--- src/source/corr_ctrl_pkg.sv ---
`default_nettype none

package corr_ctrl_pkg;

	localparam int cmd_width   = 8;
	localparam int op_width    = 4;
	localparam int slot_width  = 2;
	localparam int arg_width   = 4;
	localparam int line_width  = 8;
	localparam int lag_width   = 12;
	localparam int div_width   = 4;
	localparam int level_width = 8;

	typedef logic [cmd_width-1:0]   cmd_byte_t;
	typedef logic [line_width-1:0]  line_t;
	typedef logic [lag_width-1:0]   lag_t;
	typedef logic [div_width-1:0]   div_t;
	typedef logic [level_width-1:0] level_t;

	// 2, 10, 11, 14 and 15 have no meaning here
	typedef enum logic [op_width-1:0] {
		clear          = 4'd0,
		set_line       = 4'd1,
		set_baud       = 4'd3,
		set_delay      = 4'd4,  // 4..7, low bits are the slot
		set_freq_div   = 4'd8,
		set_voltage    = 4'd9,
		enable_test    = 4'd12,
		enable_capture = 4'd13
	} opcode_t;

	typedef struct packed {
		opcode_t               op;
		logic [slot_width-1:0] slot;
		logic [arg_width-1:0]  arg;   // high nibble of the byte
	} dec_cmd_t;

	typedef struct packed {
		lag_t   cross_idx;
		lag_t   auto_idx;
		lag_t   cross_len;
		lag_t   auto_len;
		div_t   cross_div;
		div_t   auto_div;
		div_t   cross_div_len;
		div_t   auto_div_len;
		level_t test;
		level_t voltage;
	} line_cfg_t;

	typedef struct packed {
		logic integrating;
		logic external_clock;
		logic timestamp_reset;
		logic extra_commands;   // selects len / div_len / high test nibble
	} ctrl_flags_t;

	localparam ctrl_flags_t flags_reset = '{
		integrating:     1'b0,
		external_clock:  1'b0,
		timestamp_reset: 1'b1,
		extra_commands:  1'b0
	};

endpackage

`default_nettype wire

--- src/source/cmd_decode.sv ---
`default_nettype none

module cmd_decode (
	input  logic                     clk,
	input  logic                     reset,
	input  logic                     cmd_valid,
	input  corr_ctrl_pkg::cmd_byte_t cmd,
	output logic                     dec_valid,
	output corr_ctrl_pkg::dec_cmd_t  dec
);
	import corr_ctrl_pkg::*;

	logic     known;
	dec_cmd_t dec_next;

	always_comb begin
		known         = 1'b1;
		dec_next.op   = clear;
		dec_next.slot = '0;
		dec_next.arg  = cmd[cmd_width-1:op_width];
		case (cmd[op_width-1:0])
			clear: begin
				dec_next.op = clear;
			end
			set_line: begin
				dec_next.op = set_line;
			end
			set_baud: begin
				dec_next.op = set_baud;
			end
			set_delay, 4'd5, 4'd6, 4'd7: begin
				dec_next.op   = set_delay;
				dec_next.slot = cmd[slot_width-1:0];   // 3-bit field index
			end
			set_freq_div: begin
				dec_next.op = set_freq_div;
			end
			set_voltage: begin
				dec_next.op = set_voltage;
			end
			enable_test: begin
				dec_next.op = enable_test;
			end
			enable_capture: begin
				dec_next.op = enable_capture;
			end
			default: begin
				known = 1'b0;   // dropped here
			end
		endcase
	end

	always_ff @(posedge clk) begin
		if (reset) begin
			dec_valid <= 1'b0;
		end else begin
			dec_valid <= cmd_valid && known;
		end
	end

	always_ff @(posedge clk) begin
		if (cmd_valid) begin
			dec <= dec_next;
		end
	end

endmodule

`default_nettype wire

--- src/source/line_config.sv ---
`default_nettype none

module line_config #(
	parameter int NUM_LINES = 8
) (
	input  logic                                      clk,
	input  logic                                      reset,
	input  logic                                      dec_valid,
	input  corr_ctrl_pkg::dec_cmd_t                   dec,
	output corr_ctrl_pkg::line_cfg_t [NUM_LINES-1:0] cfg_bank,
	output corr_ctrl_pkg::line_t                      current_line,
	output corr_ctrl_pkg::ctrl_flags_t                flags,
	output corr_ctrl_pkg::div_t                       baud_rate
);
	import corr_ctrl_pkg::*;

	logic line_ok;
	logic line_write;

	function automatic line_cfg_t apply_cmd(
		input line_cfg_t cfg,
		input dec_cmd_t  d,
		input logic      x
	);
		line_cfg_t nxt;
		nxt = cfg;
		case (d.op)
			clear: begin
				nxt.cross_idx = '0;
				nxt.auto_idx  = '0;
			end
			set_delay: begin
				case ({d.arg[3], x})
					2'b00: nxt.cross_idx[d.slot*3 +: 3] = d.arg[2:0];
					2'b01: nxt.cross_len[d.slot*3 +: 3] = d.arg[2:0];
					2'b10: nxt.auto_idx[d.slot*3 +: 3]  = d.arg[2:0];
					default: nxt.auto_len[d.slot*3 +: 3] = d.arg[2:0];
				endcase
			end
			set_freq_div: begin
				case ({d.arg[3], x})
					2'b00: nxt.cross_div[d.arg[2]*2 +: 2]     = d.arg[1:0];
					2'b01: nxt.cross_div_len[d.arg[2]*2 +: 2] = d.arg[1:0];
					2'b10: nxt.auto_div[d.arg[2]*2 +: 2]      = d.arg[1:0];
					default: nxt.auto_div_len[d.arg[2]*2 +: 2] = d.arg[1:0];
				endcase
			end
			set_voltage: begin
				nxt.voltage[d.arg[3:2]*2 +: 2] = d.arg[1:0];
			end
			enable_test: begin
				nxt.test[x*4 +: 4] = d.arg;   // high nibble when x set
			end
			default: begin
				nxt = cfg;
			end
		endcase
		return nxt;
	endfunction

	assign line_ok = 32'(current_line) < NUM_LINES;

	always_comb begin
		case (dec.op)
			clear, set_delay, set_freq_div, set_voltage, enable_test: begin
				line_write = dec_valid && line_ok;
			end
			default: begin
				line_write = 1'b0;   // global or nothing
			end
		endcase
	end

	always_ff @(posedge clk) begin
		if (reset) begin
			cfg_bank <= '0;
		end else if (line_write) begin
			for (int i = 0; i < NUM_LINES; i++) begin
				if (current_line == line_t'(i)) begin
					cfg_bank[i] <= apply_cmd(cfg_bank[i], dec, flags.extra_commands);
				end
			end
		end
	end

	// global registers
	always_ff @(posedge clk) begin
		if (reset) begin
			current_line <= '0;
			flags        <= flags_reset;
			baud_rate    <= '0;
		end else if (dec_valid) begin
			case (dec.op)
				set_line: begin
					current_line[dec.arg[3:2]*2 +: 2] <= dec.arg[1:0];   // built two bits at a time
				end
				set_baud: begin
					baud_rate <= dec.arg;
				end
				enable_capture: begin
					flags.integrating     <= dec.arg[0];
					flags.external_clock  <= dec.arg[1];
					flags.timestamp_reset <= dec.arg[2];
					flags.extra_commands  <= dec.arg[3];
				end
				default: begin
					current_line <= current_line;
				end
			endcase
		end
	end

endmodule

`default_nettype wire

--- src/source/pwm_bank.sv ---
`default_nettype none

module pwm_bank #(
	parameter int NUM_LINES = 8
) (
	input  logic                                     clk,
	input  logic                                     reset,
	input  corr_ctrl_pkg::line_cfg_t [NUM_LINES-1:0] cfg_bank,
	input  corr_ctrl_pkg::line_t                     read_line,
	output logic [NUM_LINES-1:0]                     pwm,
	output corr_ctrl_pkg::line_cfg_t                 line_cfg
);
	import corr_ctrl_pkg::*;

	level_t    pwm_count;
	line_cfg_t read_cfg;

	// shared across lines, wraps every 256 cycles
	always_ff @(posedge clk) begin
		if (reset) begin
			pwm_count <= '0;
		end else begin
			pwm_count <= pwm_count + 1'b1;
		end
	end

	always_comb begin
		for (int i = 0; i < NUM_LINES; i++) begin
			pwm[i] = pwm_count < cfg_bank[i].voltage;   // voltage 0 never high
		end
	end

	always_comb begin
		read_cfg = '0;   // unmatched line reads zero
		for (int i = 0; i < NUM_LINES; i++) begin
			if (read_line == line_t'(i)) begin
				read_cfg = cfg_bank[i];
			end
		end
	end

	always_ff @(posedge clk) begin
		line_cfg <= read_cfg;
	end

endmodule

`default_nettype wire

--- src/source/corr_ctrl_top.sv ---
`default_nettype none

module corr_ctrl_top #(
	parameter int NUM_LINES = 8
) (
	input  logic                       clk,
	input  logic                       reset,
	input  logic                       cmd_valid,
	input  corr_ctrl_pkg::cmd_byte_t   cmd,
	input  corr_ctrl_pkg::line_t       read_line,
	output logic [NUM_LINES-1:0]       pwm,
	output corr_ctrl_pkg::line_cfg_t   line_cfg,
	output corr_ctrl_pkg::line_t       current_line,
	output corr_ctrl_pkg::ctrl_flags_t flags,
	output corr_ctrl_pkg::div_t        baud_rate
);
	import corr_ctrl_pkg::*;

	logic                        dec_valid;
	dec_cmd_t                    dec;
	line_cfg_t [NUM_LINES-1:0]   cfg_bank;

	cmd_decode cmd_decode_i (
		.clk       (clk),
		.reset     (reset),
		.cmd_valid (cmd_valid),
		.cmd       (cmd),
		.dec_valid (dec_valid),
		.dec       (dec)
	);

	line_config #(
		.NUM_LINES (NUM_LINES)
	) line_config_i (
		.clk          (clk),
		.reset        (reset),
		.dec_valid    (dec_valid),
		.dec          (dec),
		.cfg_bank     (cfg_bank),
		.current_line (current_line),
		.flags        (flags),
		.baud_rate    (baud_rate)
	);

	// pwm outputs and line readback
	pwm_bank #(
		.NUM_LINES (NUM_LINES)
	) pwm_bank_i (
		.clk       (clk),
		.reset     (reset),
		.cfg_bank  (cfg_bank),
		.read_line (read_line),
		.pwm       (pwm),
		.line_cfg  (line_cfg)
	);

endmodule

`default_nettype wire

--- config.mk ---
export PLATFORM = sky130hd
export DESIGN_NAME = corr_ctrl_top
export DESIGN_NICKNAME = d
export VERILOG_FILES = /design/src/source/corr_ctrl_pkg.sv /design/src/source/cmd_decode.sv /design/src/source/line_config.sv /design/src/source/pwm_bank.sv /design/src/source/corr_ctrl_top.sv
export SDC_FILE = /design/constraint.sdc
export NUM_CORES = 2
export LEC_CHECK = 0
export ABC_AREA = 1
export BUFFER_PORTS_ARGS = -buffer_cell sky130_fd_sc_hd__buf_2
export CAP_MARGIN = 20
export CORE_MARGIN = 4
export CORE_UTILIZATION = 55
export CTS_CLUSTER_SIZE = 10
export DETAILED_ROUTE_END_ITERATION = 7
export PLACE_DENSITY = 0.76
export SYNTH_ARGS = -nofsm -noshare
export SYNTH_HDL_FRONTEND = slang
export SYNTH_SLANG_ARGS = --single-unit
--- constraint.sdc ---
create_clock -name clk -period 2.85 [get_ports clk]
set_input_delay 0.855 -clock clk [delete_from_list [all_inputs] [get_ports clk]]
set_output_delay 0.855 -clock clk [all_outputs]
set_load 0.01 [all_outputs]
==> flow_summary.ini <==
[final_layout]
final_common_cell = nand2_1
multi_input_area_um2 = 17300
fin_nets = 4861
area_growth_pct = 12.2
regArea_um2 = 15300
drive_gt1_frac = 0.102
final_area_um2 = 39100
final_cell_mix = nand2_1 (1119), nand3_1 (741), dfxtp_1 (726)
num-fill-cells = 5654

[detailed_routing]
antenna_left = 0
vias = 34500
drc_errors = 0
vias_per_cell = 6.10
wirelength_mm = 106
firstDrtPassIters = 7
wire_per_inst_um = 18.7
first_iter_violations = 3818

[setup_path]
worst_setup_path_start_kind = flop
cp_max_fo = 6
end_kind = output pin
cp.required_ns = 2.00
path_cells = buf_6 -> ha_4 -> a21oi_2 -> o21a_1 -> o211a_1 -> buf_2
cp_slowest_stage_delay_ns = 0.38
crit_type = reg -> out
critical_path_arrival_ns = 2.03
worst_path_max_delay_cell = dfxtp_4

[cts]
path_clk_slew_ns = 0.05
cts_made_buffers = 87
clkLatencyLatePin_ns = 0.65
tritoncts = built
cts_hold_buffers = 0
clockBufferDepth = 3
htreeDepth = 3
cts.sinks = 755
root_buffer = clkbuf_16

[timing]
setup-violations-final = 3
finalHoldViolCount = 0
fin_crit_sh = 1.01
tightestPinTransition_ns = 1.06
timing.setup.tns_ns = -0.0669
whs_ns = 0.392
relSlewSlack = 0.293
finalMaxSlewViolations = 0
fin_ws_ns = -0.0382
rsz0062_at_grt = true
fmax_mhz = 346
fin_crit_ns = 2.89
skew_ns = 0.0271

[pwr]
combinationalPowerShare = 0.054
power_mw = 21.7
seq_power_share = 0.488
p_sw_frac = 0.240
p_int_mw = 16.5
pwr-share-clk = 0.457
p_switching_mw = 5.23
powerDensity_nw_per_um2 = 556
leakagePower_nw = 12.9
ir_worst_vdd_mv = 0.436

[placement]
place_hpwl_mm = 64.2
place_congestion = 0.891
place_area_um2 = 36400
io_buffers = 122

[outcome]
status = complete, but fails checks
violations = setup timing

[global_route]
grt_max_degree = 120
grt-ovfl-total = 0
antenna_found_initial = 4
grt_usage = 0.302
grt_pass1_vias = 31700
grt_pass1_wl_mm = 169

[logic_synthesis]
ys_ff_latch = 755
synth_cell_types = 35
ys_warn_count = 0
ys_seq_area_frac = 0.436
synth_nets = 4941
syn_inst = 4857
avgSynthCellArea_um2 = 7.18
netlist_area_um2 = 34900

[worst_hold_path]
worstHoldPathType = in -> reg

[job]
maxCapViolations = 0

[floorplanning]
rows = 92
start_util = 0.555
fp.coreArea_um2 = 62900
die_h_um = 260
pin_count = 123
fp.dieArea_um2 = 67500
fp.dieW_um = 260
## layout make-up
type	count	share of cell area
inverters	191	0.0185
clock inverters	9	0.00323
clock buffers	104	0.0581
flip-flops and latches	755	0.390
diodes	3	0.000192
repair buffers	274	0.0597
well taps	846	0.0271
multi-input cells	3468	0.443
## cells by family (layout without fill, tap and decap cells)
family / count (synthesis) / count (layout) / synth area share
buffers and inverters: 634 / 578 / 0.0756
xor gates and xnor gates: 1 / 1 / 0.000251
AOI/OAI and AO/OA: 713 / 713 / 0.105
other: 0 / 3 / 0
adders and majority gates: 65 / 65 / 0.0233
and+or+nand+nor: 2689 / 2689 / 0.360
DFF: 755 / 755 / 0.436
## metal layers
metal,vias up,share of wire,GRT usage
met4,2,0.036,0.123
met1,16100,0.41,0.405
li1,16500,-,-
met2,1564,0.46,0.485
met5,-,0.00012,0
met3,262,0.089,0.0518
## repair_timing
item	CTS	global route
pin swaps	8	7
gates resized for setup	36	28
gates cloned	0	0
endpoints found under the setup margin	8	8
setup buffers	4	1
## power by group through the flow
stage / logic, mW / registers, mW / clock network, mW
after floorplan: 0.691 / 10.8 / 0
after global placement: 1.11 / 10.9 / 0
after detailed placement: 1.11 / 10.9 / 0
after CTS: 1.14 / 10.6 / 10.0
after global routing: 1.24 / 10.6 / 10.5
final: 1.18 / 10.6 / 9.95
## synthesized netlist by cell type
cell type  count  share of area
xor2_1         1        0.00025
nor3_1        11         0.0016
nor2_1       267          0.029
inv_1        181          0.019
or2_2          1        0.00018
nor3_2         9         0.0026
nand2_1     1120           0.12
nor2_4        18         0.0058
o211a_1        5         0.0014
and2_1         3        0.00054
buf_2        138          0.020
buf_6          5         0.0016
o2111ai_1      5         0.0013
inv_2          6        0.00065
o31ai_1        1        0.00022
o21a_1         6         0.0013
or2_1          3        0.00054
nand2_2        4        0.00072
nand3b_1       5         0.0011
dfxtp_1      745           0.43
o21bai_1       2        0.00043
nand3_1      742           0.11
a21oi_1      669          0.096
buf_4         12         0.0026
ha_1          65          0.023
a31oi_1        1        0.00018
a21boi_0       1        0.00022
clkbuf_1     248          0.027
o211ai_1       3        0.00065
clkinv_1       4        0.00043
edfxtp_1      10         0.0086
o21ai_0       20         0.0029
buf_1         40         0.0043
nor2_2        12         0.0022
nand4_1      494          0.089
## worst max-delay path: cells and delay by family, from the launching register on
family	cells	cell delay, ns
buf+inv	2	0.29
flops	1	0.38
fa+ha+maj	1	0.26
compound gates	3	0.47
## flip-flops by register name, indices dropped and copies added (netlist names)
| signal | cells |
|---|---|
| line_config_i.current_line | 8 |
| line_config_i.flags | 4 |
| line_config_i.baud_rate | 4 |
| pwm_bank_i.line_cfg | 80 |
| cmd_decode_i.dec_valid | 1 |
| line_config_i.cfg_bank | 640 |
| pwm_bank_i.pwm_count | 8 |
| cmd_decode_i.dec | 10 |
## path summary, 6_finish.rpt
| path | startpoint | endpoint | slack (ns) | cells past startpoint |
|---|---|---|---|---|
| setup / recovery | pwm_bank_i.pwm_count[1]$_SDFF_PP0_ | pwm[3] | -0.04 | 6 |
| hold / removal | cmd[5] | cmd_decode_i.dec[1]$_DFFE_PP_ | 0.39 | 1 |
| setup reg to reg | cmd_decode_i.dec[7]$_SDFFCE_PN0P_ | line_config_i.cfg_bank[218]$_SDFFE_PP0P_ | 0.29 | 9 |
| hold reg to reg | line_config_i.cfg_bank[520]$_SDFFE_PP0P_ | line_config_i.cfg_bank[520]$_SDFFE_PP0P_ | 0.46 | 2 |
## metrics by stage
step	worst slack (ns)	util	instances
floorplan	0.318	-	4857
global placement	0.355	0.579	5528
detailed placement	0.325	0.579	5528
CTS	-0.0701	0.620	5645
global route	-0.0671	0.622	5649
finish	-0.0382	0.623	5650
Power figures use the tool's default switching activity.
